<file path="src/hw/iwm_pkg.sv">
// ============================================================
// Shared definitions for the IWM read path
// Window sizes, async clear length and register constants
// Byte and window types, decoder state encoding
// ============================================================

`default_nettype none

package iwm_pkg;

    typedef logic [7:0] byte_t;     // Disk byte or register value
    typedef logic [5:0] window_t;   // Window countdown value

    // Read decoder states
    typedef enum logic [1:0] {
        idle   = 2'd0,              // Decoder disabled
        edge_0 = 2'd1,              // Waiting for a flux transition
        edge_1 = 2'd2               // Flux seen, waiting half a window
    } decoder_state_t;

    // Bit cell windows in 14M clocks
    localparam window_t WINDOW_SLOW = 6'd56;    // 5.25 inch, 4 us cell
    localparam window_t WINDOW_FAST = 6'd28;    // 3.5 inch or fast mode, 2 us cell
    localparam window_t HALF_SLOW   = 6'd28;
    localparam window_t HALF_FAST   = 6'd14;

    // Async mode clears the data register this many clocks after a valid read
    localparam window_t ASYNC_CLEAR_CYCLES = 6'd50;

    localparam byte_t HANDSHAKE_VALUE = 8'h80;  // Read side handshake is always ready
    localparam byte_t IDLE_BUS_VALUE  = 8'hFF;

    // Switch addresses, upper three bits of the 4-bit offset
    localparam logic [2:0] SW_Q6_ADDR = 3'b110;
    localparam logic [2:0] SW_Q7_ADDR = 3'b111;

    // Mode register layout
    localparam int MODE_ASYNC_BIT   = 1;        // 1 = async handshake
    localparam int MODE_FAST_BIT    = 3;        // 1 = fast bit cells
    localparam int MODE_STATUS_BITS = 5;        // Low mode bits mirrored in status

endpackage

`default_nettype wire

</file>
<file path="src/hw/iwm_window_decoder.sv">
// ============================================================
// Flux window decoder
// Flux edge detect, window countdown and decoder FSM
// Read shift register with byte complete flag
// ============================================================

`timescale 1ns/1ps
`default_nettype none

module iwm_window_decoder (
    input  wire               CLK_14M,
    input  wire               RESET,
    input  wire               flux_transition,  // High while a flux reversal is seen
    input  wire               motor_spinning,   // Spindle physically turning
    input  wire               disk_ready,       // Track data valid
    input  wire               is_35_inch,       // 1 = 3.5 inch drive
    input  wire               fast_mode,        // Mode register fast bit
    output iwm_pkg::byte_t    shift_reg,        // Read shift register
    output logic              byte_done         // Top bit set, one cycle
);

    // ============================================================
    // Window selection and flux edge
    // ============================================================

    logic                      enable;
    logic                      prev_flux;
    logic                      flux_edge;
    logic                      flux_pending;    // Flux arrived during edge_1
    iwm_pkg::window_t          full_window;
    iwm_pkg::window_t          half_window;
    iwm_pkg::window_t          window_counter;
    iwm_pkg::decoder_state_t   state;

    assign enable    = motor_spinning && disk_ready;
    assign flux_edge = flux_transition && !prev_flux;   // Rising edge only

    // Short cells on 3.5 inch drives and in fast mode
    assign full_window = (is_35_inch || fast_mode) ? iwm_pkg::WINDOW_FAST
                                                   : iwm_pkg::WINDOW_SLOW;
    assign half_window = (is_35_inch || fast_mode) ? iwm_pkg::HALF_FAST
                                                   : iwm_pkg::HALF_SLOW;

    // A byte is complete once a 1 has reached the top bit
    assign byte_done = shift_reg[7] && enable;

    always_ff @(posedge CLK_14M or posedge RESET) begin
        if (RESET) begin
            prev_flux <= 1'b0;
        end else begin
            prev_flux <= flux_transition;
        end
    end

    // ============================================================
    // Decoder FSM and shift register
    // ============================================================

    always_ff @(posedge CLK_14M or posedge RESET) begin
        if (RESET) begin
            state          <= iwm_pkg::idle;
            window_counter <= '0;
            flux_pending   <= 1'b0;
            shift_reg      <= '0;
        end else if (!enable) begin
            // Spindle stopped or no track, park the decoder
            state          <= iwm_pkg::idle;
            window_counter <= '0;
            flux_pending   <= 1'b0;
        end else begin
            case (state)
                iwm_pkg::idle: begin
                    state          <= iwm_pkg::edge_0;
                    window_counter <= full_window;      // Start the first cell
                    shift_reg      <= '0;
                end

                iwm_pkg::edge_0: begin
                    if (flux_edge || flux_pending) begin
                        // Flux in this cell, sample it at half window
                        state          <= iwm_pkg::edge_1;
                        window_counter <= half_window;
                        flux_pending   <= 1'b0;
                    end else if (window_counter == 6'd1) begin
                        shift_reg      <= {shift_reg[6:0], 1'b0};  // Empty cell
                        window_counter <= full_window;
                    end else begin
                        window_counter <= window_counter - 1'b1;
                    end
                end

                iwm_pkg::edge_1: begin
                    // Next cell's flux can land early, hold it for edge_0
                    if (flux_edge) begin
                        flux_pending <= 1'b1;
                    end

                    if (window_counter == 6'd1) begin
                        shift_reg      <= {shift_reg[6:0], 1'b1};
                        state          <= iwm_pkg::edge_0;
                        window_counter <= full_window;
                    end else begin
                        window_counter <= window_counter - 1'b1;
                    end
                end

                default: begin
                    state <= iwm_pkg::idle;
                end
            endcase

            // Completed byte leaves the shift register this cycle
            if (shift_reg[7]) begin
                shift_reg <= '0;
            end
        end
    end

endmodule

`default_nettype wire

</file>
<file path="src/hw/iwm_data_latch.sv">
// ============================================================
// Data register of the IWM read path
// Completing byte bypass, async clear countdown
// Data clear on motor start from a stopped spindle
// ============================================================

`timescale 1ns/1ps
`default_nettype none

module iwm_data_latch (
    input  wire               CLK_14M,
    input  wire               RESET,
    input  wire               motor_active,     // Motor command on
    input  wire               motor_spinning,   // Spindle physically turning
    input  wire               async_mode,       // Mode register async bit
    input  iwm_pkg::byte_t    shift_reg,        // From the window decoder
    input  wire               byte_done,        // shift_reg holds a complete byte
    input  wire               data_read_pulse,  // One-shot CPU data read
    input  wire               data_selected,    // CPU read of data register in progress
    output iwm_pkg::byte_t    data_byte         // Data register as seen by the CPU
);

    iwm_pkg::byte_t           data_reg;
    iwm_pkg::window_t         async_count;      // 0 = no clear pending
    logic                     motor_was_on;
    logic                     motor_start;
    logic                     valid_read;
    logic                     valid_selected;

    // ============================================================
    // Bypass and read qualification
    // ============================================================

    // Same cycle read of a completing byte sees the new value
    assign data_byte = byte_done ? shift_reg : data_reg;

    // Command rises while the disk is not yet turning
    assign motor_start = motor_active && !motor_was_on && !motor_spinning;

    // A read that arms the async clear
    assign valid_read     = data_read_pulse && motor_active && async_mode && data_byte[7];
    assign valid_selected = data_selected && motor_active && async_mode && data_byte[7];

    // ============================================================
    // Data register and async countdown
    // ============================================================

    always_ff @(posedge CLK_14M or posedge RESET) begin
        if (RESET) begin
            data_reg     <= '0;
            async_count  <= '0;
            motor_was_on <= 1'b0;
        end else begin
            motor_was_on <= motor_active;

            if (motor_start) begin
                data_reg <= '0;                 // Fresh spin up shows no byte
            end

            // Countdown, the clear lands on the last step
            if (async_count != '0) begin
                if (async_count == 6'd1 && async_mode) begin
                    data_reg <= '0;
                end
                async_count <= async_count - 1'b1;
            end

            // Rearm only when idle or when a new byte replaces the old one
            if (valid_read && (async_count == '0 || byte_done)) begin
                async_count <= iwm_pkg::ASYNC_CLEAR_CYCLES;
            end

            if (byte_done) begin
                data_reg <= shift_reg;
                if (!valid_selected) begin
                    async_count <= '0;          // Old countdown belongs to the old byte
                end
            end

            // No spindle, nothing left to clear
            if (!motor_spinning) begin
                async_count <= '0;
            end
        end
    end

endmodule

`default_nettype wire

</file>
<file path="src/hw/iwm_reg_read.sv">
// ============================================================
// IWM register read select
// Effective Q6/Q7 decode and one-shot data read strobe
// Data, status and handshake register mux
// ============================================================

`timescale 1ns/1ps
`default_nettype none

module iwm_reg_read (
    input  wire               CLK_14M,
    input  wire               RESET,
    input  wire               cen,              // Bus phase enable
    input  wire               rd,               // CPU read strobe
    input  wire               sw_q6,            // Latched Q6 switch
    input  wire               sw_q7,            // Latched Q7 switch
    input  wire               motor_active,
    input  wire               disk_mounted,
    input  wire               sense_bit,        // Sense line of the selected drive
    input  wire [3:0]         addr,             // Switch offset of this access
    input  iwm_pkg::byte_t    sw_mode,          // Mode register
    input  iwm_pkg::byte_t    data_byte,        // From the data latch
    output iwm_pkg::byte_t    data_out,
    output logic              data_read_pulse,
    output logic              data_selected
);

    logic                     eff_q6;
    logic                     eff_q7;
    logic                     data_reg_sel;
    logic                     rd_latched;       // Current rd already taken
    iwm_pkg::byte_t           status_reg;

    // Touching the Q6 or Q7 switch takes its new value from addr bit 0
    assign eff_q6 = (addr[3:1] == iwm_pkg::SW_Q6_ADDR) ? addr[0] : sw_q6;
    assign eff_q7 = (addr[3:1] == iwm_pkg::SW_Q7_ADDR) ? addr[0] : sw_q7;

    assign data_reg_sel    = !eff_q7 && !eff_q6;
    assign data_selected   = rd && data_reg_sel;
    assign data_read_pulse = rd && cen && !rd_latched && data_reg_sel;

    always_ff @(posedge CLK_14M or posedge RESET) begin
        if (RESET) begin
            rd_latched <= 1'b0;
        end else if (!rd) begin
            rd_latched <= 1'b0;             // Strobe released
        end else if (cen) begin
            rd_latched <= 1'b1;
        end
    end

    // Sense, reserved, motor with disk, low mode bits
    assign status_reg = {sense_bit, 1'b0, motor_active && disk_mounted,
                         sw_mode[iwm_pkg::MODE_STATUS_BITS-1:0]};

    always_comb begin
        case ({eff_q7, eff_q6})
            2'b00:   data_out = motor_active ? data_byte : iwm_pkg::IDLE_BUS_VALUE;
            2'b01:   data_out = status_reg;
            2'b10:   data_out = iwm_pkg::HANDSHAKE_VALUE;
            default: data_out = iwm_pkg::IDLE_BUS_VALUE;
        endcase
    end

endmodule

`default_nettype wire

</file>
<file path="src/hw/iwm_flux_top.sv">
// ============================================================
// IWM read path top level
// Window decoder feeding the data latch and register select
// ============================================================

`timescale 1ns/1ps
`default_nettype none

module iwm_flux_top (
    input  wire               CLK_14M,
    input  wire               RESET,
    input  wire               cen,
    input  wire               rd,
    input  wire               flux_transition,
    input  wire               motor_active,     // Motor command
    input  wire               motor_spinning,   // Physical spindle state
    input  wire               disk_ready,
    input  wire               disk_mounted,
    input  wire               is_35_inch,
    input  wire               sense_bit,
    input  wire               sw_q6,
    input  wire               sw_q7,
    input  wire [3:0]         addr,
    input  iwm_pkg::byte_t    sw_mode,
    output iwm_pkg::byte_t    data_out
);

    iwm_pkg::byte_t           shift_reg;
    iwm_pkg::byte_t           data_byte;
    logic                     byte_done;
    logic                     data_read_pulse;
    logic                     data_selected;

    iwm_window_decoder u_decoder (
        .CLK_14M         (CLK_14M),
        .RESET           (RESET),
        .flux_transition (flux_transition),
        .motor_spinning  (motor_spinning),
        .disk_ready      (disk_ready),
        .is_35_inch      (is_35_inch),
        .fast_mode       (sw_mode[iwm_pkg::MODE_FAST_BIT]),
        .shift_reg       (shift_reg),
        .byte_done       (byte_done)
    );

    iwm_data_latch u_latch (
        .CLK_14M         (CLK_14M),
        .RESET           (RESET),
        .motor_active    (motor_active),
        .motor_spinning  (motor_spinning),
        .async_mode      (sw_mode[iwm_pkg::MODE_ASYNC_BIT]),
        .shift_reg       (shift_reg),
        .byte_done       (byte_done),
        .data_read_pulse (data_read_pulse),
        .data_selected   (data_selected),
        .data_byte       (data_byte)
    );

    iwm_reg_read u_reg_read (
        .CLK_14M         (CLK_14M),
        .RESET           (RESET),
        .cen             (cen),
        .rd              (rd),
        .sw_q6           (sw_q6),
        .sw_q7           (sw_q7),
        .motor_active    (motor_active),
        .disk_mounted    (disk_mounted),
        .sense_bit       (sense_bit),
        .addr            (addr),
        .sw_mode         (sw_mode),
        .data_byte       (data_byte),
        .data_out        (data_out),
        .data_read_pulse (data_read_pulse),
        .data_selected   (data_selected)
    );

endmodule

`default_nettype wire

</file>
<file path="config.mk">
export PLATFORM = sky130hd
export DESIGN_NAME = iwm_flux_top
export DESIGN_NICKNAME = d
export VERILOG_FILES = /design/src/hw/iwm_pkg.sv /design/src/hw/iwm_window_decoder.sv /design/src/hw/iwm_data_latch.sv /design/src/hw/iwm_reg_read.sv /design/src/hw/iwm_flux_top.sv
export SDC_FILE = /design/constraint.sdc
export NUM_CORES = 1
export LEC_CHECK = 0
export ABC_AREA = 1
export BUFFER_PORTS_ARGS = -buffer_cell sky130_fd_sc_hd__buf_4
export CAP_MARGIN = 20
export CORE_MARGIN = 1
export CORE_UTILIZATION = 45
export CTS_CLUSTER_SIZE = 40
export DETAILED_ROUTE_END_ITERATION = 7
export GPL_ROUTABILITY_DRIVEN = 0
export HOLD_SLACK_MARGIN = 0.12
export PLACE_DENSITY_LB_ADDON = 0.3
export SYNTH_ARGS = -nofsm -noshare
export SYNTH_HDL_FRONTEND = slang
export SYNTH_SLANG_ARGS = --single-unit
</file>
<file path="constraint.sdc">
create_clock -name CLK_14M -period 2.11 [get_ports CLK_14M]
set_input_delay 0.211 -clock CLK_14M [delete_from_list [all_inputs] [get_ports CLK_14M]]
set_output_delay 0.211 -clock CLK_14M [all_outputs]
set_load 0.05 [all_outputs]
</file>
---- Yosys cells after proc, flatten, opt, wreduce, memory -nomap -nowiden ----
Cells that the tools add are included.
storage, ports and cells
  register bits after elaboration ......... 34
  memory bits (writable) .................. 0
  memories kept ........................... 0
  ROM bits ................................ 0
  bits in latches ......................... 0
  input bits .............................. 25
cells by class
  bitwise logic cells ..................... 0
  add/subtract/negate cells ............... 2
  shifts and indexed selects .............. 0
  $mul .................................... 0
  equality and inequality tests ........... 17
  divide/modulo/power cells ............... 0
  mux-type cells .......................... 35
  order comparisons ....................... 0
  reduce and logical (&&, ||, !) cells .... 36
operators by type and width
  cell                                               number
  two-way mux 8 bit                                  10
  two-way mux 6 bit                                  9
  one-hot mux 8 bit (3 select lines)                 2
  logical AND 1 bit                                  19
  one-hot mux 6 bit (3 select lines)                 1
  == test 6 x 1 -> 1 bit (second input constant)     2
  != test 3 bit (second input constant)              4
  subtractor 6 x 1 -> 6 bit (second input constant)  2
  two-way mux 1 bit                                  7
  == test 3 bit (second input constant)              2
  zero test 1 bit                                    6
  zero test 6 bit                                    1
  two-way mux 2 bit                                  3
  != test 3 x 1 -> 1 bit (second input constant)     2
  one-hot mux 2 bit (3 select lines)                 1
  nonzero test 6 bit                                 1
  two-way mux 5 bit                                  1
  AND reduction 5 bit                                1
  == test 2 x 1 -> 1 bit (second input constant)     2
  == test 2 bit (second input constant)              2
  zero test 2 bit                                    2
  != test 4 bit (second input constant)              1
  nonzero test 4 bit                                 1
  logical OR 1 bit                                   3
  other kinds (5)                                    5

---- Depth between registers and ports, before layout ----
  word-level depth ........................ 13
  depth in mapped cells ................... 11
  mapped depth without buffers ............ 11

---- Hierarchy ----
A second synthesis with hierarchy kept.
unflattened totals
  cells, all modules ...................... 343
  area, all modules ....................... 2456.1 sq um
by module, submodules not included
  module              cells each  area an instance (sq um)  times used
  iwm_window_decoder  166         1229.9                    1
  iwm_data_latch      110         872.1                     1
  iwm_reg_read        67          354.1                     1

---- Least setup slack after synthesis ----
OpenSTA, ideal clock, no wires.
  kind .................................... reg2out
  from .................................... register u_decoder.shift_reg[7]
  to ...................................... output data_out[2]
  buffers on the path ..................... 1
  setup slack ............................. -183 ps
  stages on the path, launching flop included .. 7
  data arrival time ....................... 2082 ps
  path through ............................ dfrtp_1 > nand3_4 > clkbuf_1 > nand2_1 > o21ai_0 > nor2_1 > o21ai_0
between the ends
  word-level cells in the longest chain between the ends .. 4
RTL lines
  item                                RTL line                  text
  from (decl)                         iwm_window_decoder.sv:18  output iwm_pkg::byte_t shift_reg,
  from (signal assigned)              iwm_window_decoder.sv:85  shift_reg <= {shift_reg[6:0], 1'b0};
  from (signal assigned)              iwm_window_decoder.sv:99  shift_reg <= {shift_reg[6:0], 1'b1};
  logical AND 1 bit                   iwm_window_decoder.sv:45  assign byte_done = shift_reg[7] && enable;
  two-way mux 8 bit                   iwm_data_latch.sv:35      assign data_byte = byte_done ? shift_reg : data_reg;
  two-way mux 8 bit                   iwm_reg_read.sv:58        2'b00: data_out = motor_active ? data_byte : iwm_pkg::IDLE_BUS_VALUE;
  one-hot mux 8 bit (3 select lines)  iwm_reg_read.sv:57        case ({eff_q7, eff_q6})
  to (decl)                           iwm_flux_top.sv:25        output iwm_pkg::byte_t data_out
Every way passes these cells.

---- Worst setup path after layout ----
  from .................................... register u_decoder.shift_reg[7]
  to ...................................... output data_out[3]
Same word-level chain as after synthesis.

==> impl.org <==
** Synth
- By instance count, the leading cell after synthesis is sky130_fd_sc_hd__nand2_1.
- Total nets after synthesis :: between 300 and 400
- The share of the Yosys chip area taken by registers is 0.399.
- The largest total area in the synthesized netlist belongs to sky130_fd_sc_hd__dfrtp_1.
- Counting flops with an async set or reset pin after synthesis yields a share of 1.00.
- In the synthesized netlist, the cells that appear most often are 81 x sky130_fd_sc_hd__nand2_1, 44 x sky130_fd_sc_hd__inv_1, 38 x sky130_fd_sc_hd__nor2_1.
- Distinct cells, synth :: 27
- The Yosys step of the flow raised 0 warnings.
- Post-synthesis cell area :: 2130 um^2
- The share of synthesized area in the top cell type comes to 0.399.
- Number of instances in the synthesized netlist :: 301
- In this run, synthesis inferred 0 flip-flops with an integrated enable.
- Counting flops and latches in the post-synthesis netlist gives 34.
- A synthesized cell averages 7.09 um^2.
- Sorting the synthesized cells by area gives the leading types as sky130_fd_sc_hd__dfrtp_1 40%, sky130_fd_sc_hd__nand2_1 14%, sky130_fd_sc_hd__inv_1 7.7%.
- Most used flip-flop cell after synthesis :: sky130_fd_sc_hd__dfrtp_1

** Routing
- DR vias :: around 2000
- Count of antenna-violating nets left after detailed routing :: 0
- DRT iter0 DRCs :: 90
- For this run, design rule violations remaining after detail routing come to 0.
- Routed length per placed instance :: 11.9 um
- The pre-antenna-repair detailed-routing pass consisted of 6 iterations.
- Vias per std cell :: 5.11
- Total Routed Length :: 4670 um

** Global routing
- First-pass GRT wire length :: 8350 um
- The number of global-route vias before repair is 1932.
- GRT Overall Usage :: 0.209
- The initial antenna violation count was 0.
- For this run the aggregate overflow at the end of global routing stands at 0.
- Maximum number of pins on one net before global-route repair :: 35

** Timing
- At the pin with the least slew margin, the transition time is 591 ps.
- Summed over all failing endpoints, the final setup total negative slack is 0 ps.
- Setup violators final :: 0
- Share of the clock period used by the worst path :: 0.885
- Subtracting the final worst setup slack from the clock period gives 1870 ps.
- Final-report hold violation count :: 0
- Post-route worst setup slack :: 243 ps
- Headroom to the max-slew limit :: 0.606
- Layout Skew :: 7.99 ps
- The final max-slew violation count was 0.
- Setup repair after global routing left no endpoint under its margin.
- Maximum frequency from static timing analysis :: roughly 540 MHz

** Clocking
- Clock buffers created by TritonCTS :: 5
- The root buffer cell chosen for the clock tree is sky130_fd_sc_hd__clkbuf_8.
- In this run the post-CTS setup repair buffer count came out at 0.
- Insertion delay to the later sink of the worst-skew pair :: 280 ps
- Clock sink count :: 34
- TritonCTS built the clock tree.
- Clock input transition at the sequential cells of the worst setup and hold paths :: 70 ps
- The H-tree was split into 2 levels.
- No sink is reached through more buffers than the 2 on the longest clock path.

** Finish
- # diodes :: 0
- Final std cell area, no fill :: ~2500 um^2
- Final-stage net count :: 373
- The area growth from synthesis to layout is 18.4%.
- Final core utilization :: 0.568
- After filler insertion, the fill cell instance count of the layout stands at 432.
- In the final layout, the share of cells above drive strength 1 is 0.133.

** Die
- The floorplan step set the die width to 70.9 um.
- The floorplan step defined a die boundary enclosing around 5000 um^2.
- Vertical extent of the die :: a little over 70 um
- The core region is about 4400 um^2.
- Row generation in the floorplan step produced 24 rows.
- During I/O placement, the number of pins put on the boundary was 33.
- Initial core utilization :: 0.480

** Run
- Max-cap viol count :: 0

** Power
- Power after layout :: slightly above 2 mW
- Summed over all cells, the static leakage comes to 1.32 nW.
- Power per cell area :: around 810 nW/um^2
- IR analysis of the VDD net gives a maximum drop of 0.425 mV.

** Critical path
- Data on the critical path arrives at its endpoint at about 1700 ps.
- Critical path peak fanout :: 28
- Crit path required time :: between 1500 and 2000 ps
- Crit path capture type :: output pin
- CP Launch Type :: flip-flop
- Critical Setup Path Class :: flip-flop to output pin

** Placed design
- Detailed placement ended at an HPWL of 3570 um.
- Worst setup slack after placement :: 288 ps
- Instance area after placement :: 2420 um^2
- Port buffer count :: 29

** Worst hold path
- HP Class :: input port to flip-flop

** Outcome
- Status :: finished, final reports clean
-- layer usage --
metal | GRT usage | vias to the layer above | wire [um] | part of all wire
met5 | 0 | - | 0 | 0
met4 | 0.0667 | 0 | 57 | 0.012
met3 | 0.0313 | 6 | 123 | 0.026
met2 | 0.330 | 31 | 2160 | 0.46
met1 | 0.298 | 915 | 2330 | 0.50
li1 | - | 1047 | - | -
-- report_power, final --
group / internal [mW] / total, mW / switching (mW)
Clock: 0.227 / 0.448 / 0.221
Combinational: 0.301 / 0.810 / 0.509
Sequential: 0.729 / 0.784 / 0.0553
-- timing repair --
action | in CTS | in global routing
setup endpoints to repair | 0 | 5
endpoints found under the hold margin | 36 | 0
resized for setup | 0 | 1
hold buffers | 3 | 0
-- worst max-delay path: stages, from the launching register on --
cell and delay (ps):
sky130_fd_sc_hd__dfrtp_1 400, sky130_fd_sc_hd__nand3_4 250, sky130_fd_sc_hd__o21ai_0 260, sky130_fd_sc_hd__nor2_1 60, sky130_fd_sc_hd__o21ai_1 160, sky130_fd_sc_hd__buf_4 220
-- kinds of logic after synthesis --
kind of cell | Yosys count | share of synthesized area
DFF | 34 | 0.399
and+or+nand+nor | 158 | 0.320
xor gates and xnor gates | 3 | 0.0123
adders and majority gates | 9 | 0.0528
AOI/OAI and AO/OA | 50 | 0.134
buffers and inverters | 47 | 0.0827
-- final cells by class --
cell class,instances,area (um^2),share of cell area
Timing Repair Buffer,33,255,0.101
Tap cell,52,65.1,0.0258
Sequential cell,34,851,0.337
Multi-Input combinational cell,220,1110,0.439
Clock buffer,7,76.3,0.0302
Inverter,45,169,0.0669
-- placed cells by master (no fill, tap or decap), drive strengths merged --
| master | Yosys | layout |
|---|---|---|
| inv | 45 | 45 |
| nand2 | 82 | 82 |
| clkbuf | 2 | 7 |
| xor2 | 2 | 2 |
| o211ai | 1 | 1 |
| nand3b | 2 | 2 |
| or2 | 1 | 1 |
| dlygate4sd3 | 0 | 3 |
| nand3 | 26 | 26 |
| o2111ai | 1 | 1 |
| a21oi | 8 | 8 |
| o21ai | 29 | 29 |
| ha | 9 | 9 |
| o32ai | 1 | 1 |
| o21a | 1 | 1 |
| nor3 | 1 | 1 |
| nor2 | 39 | 39 |
| o22ai | 9 | 9 |
| dfrtp | 34 | 34 |
| xnor2 | 1 | 1 |
| nand4 | 7 | 7 |
| buf | 0 | 30 |
-- per-stage QoR --
step	hold slack, ps	instances
final	147	391
after detailed placement	333	381
after CTS	140	391
after floorplan	242	301
after global placement	331	381
after global routing	153	391
-- path summary, 6_finish.rpt --
kind	startpoint	endpoint	slack (ps)	depth (start not counted)
min in group asynchronous	RESET	u_decoder.state[1]	570	4
hold reg to reg	u_reg_read.rd_latched	u_reg_read.rd_latched	490	1
setup / recovery	u_decoder.shift_reg[7]	data_out[3]	240	5
hold / removal	rd	u_reg_read.rd_latched	150	2
max in group asynchronous	RESET	u_decoder.shift_reg[2]	1220	4
setup reg to reg	u_decoder.state[1]	u_decoder.shift_reg[2]	320	11
Power figures use the tool's default switching activity.
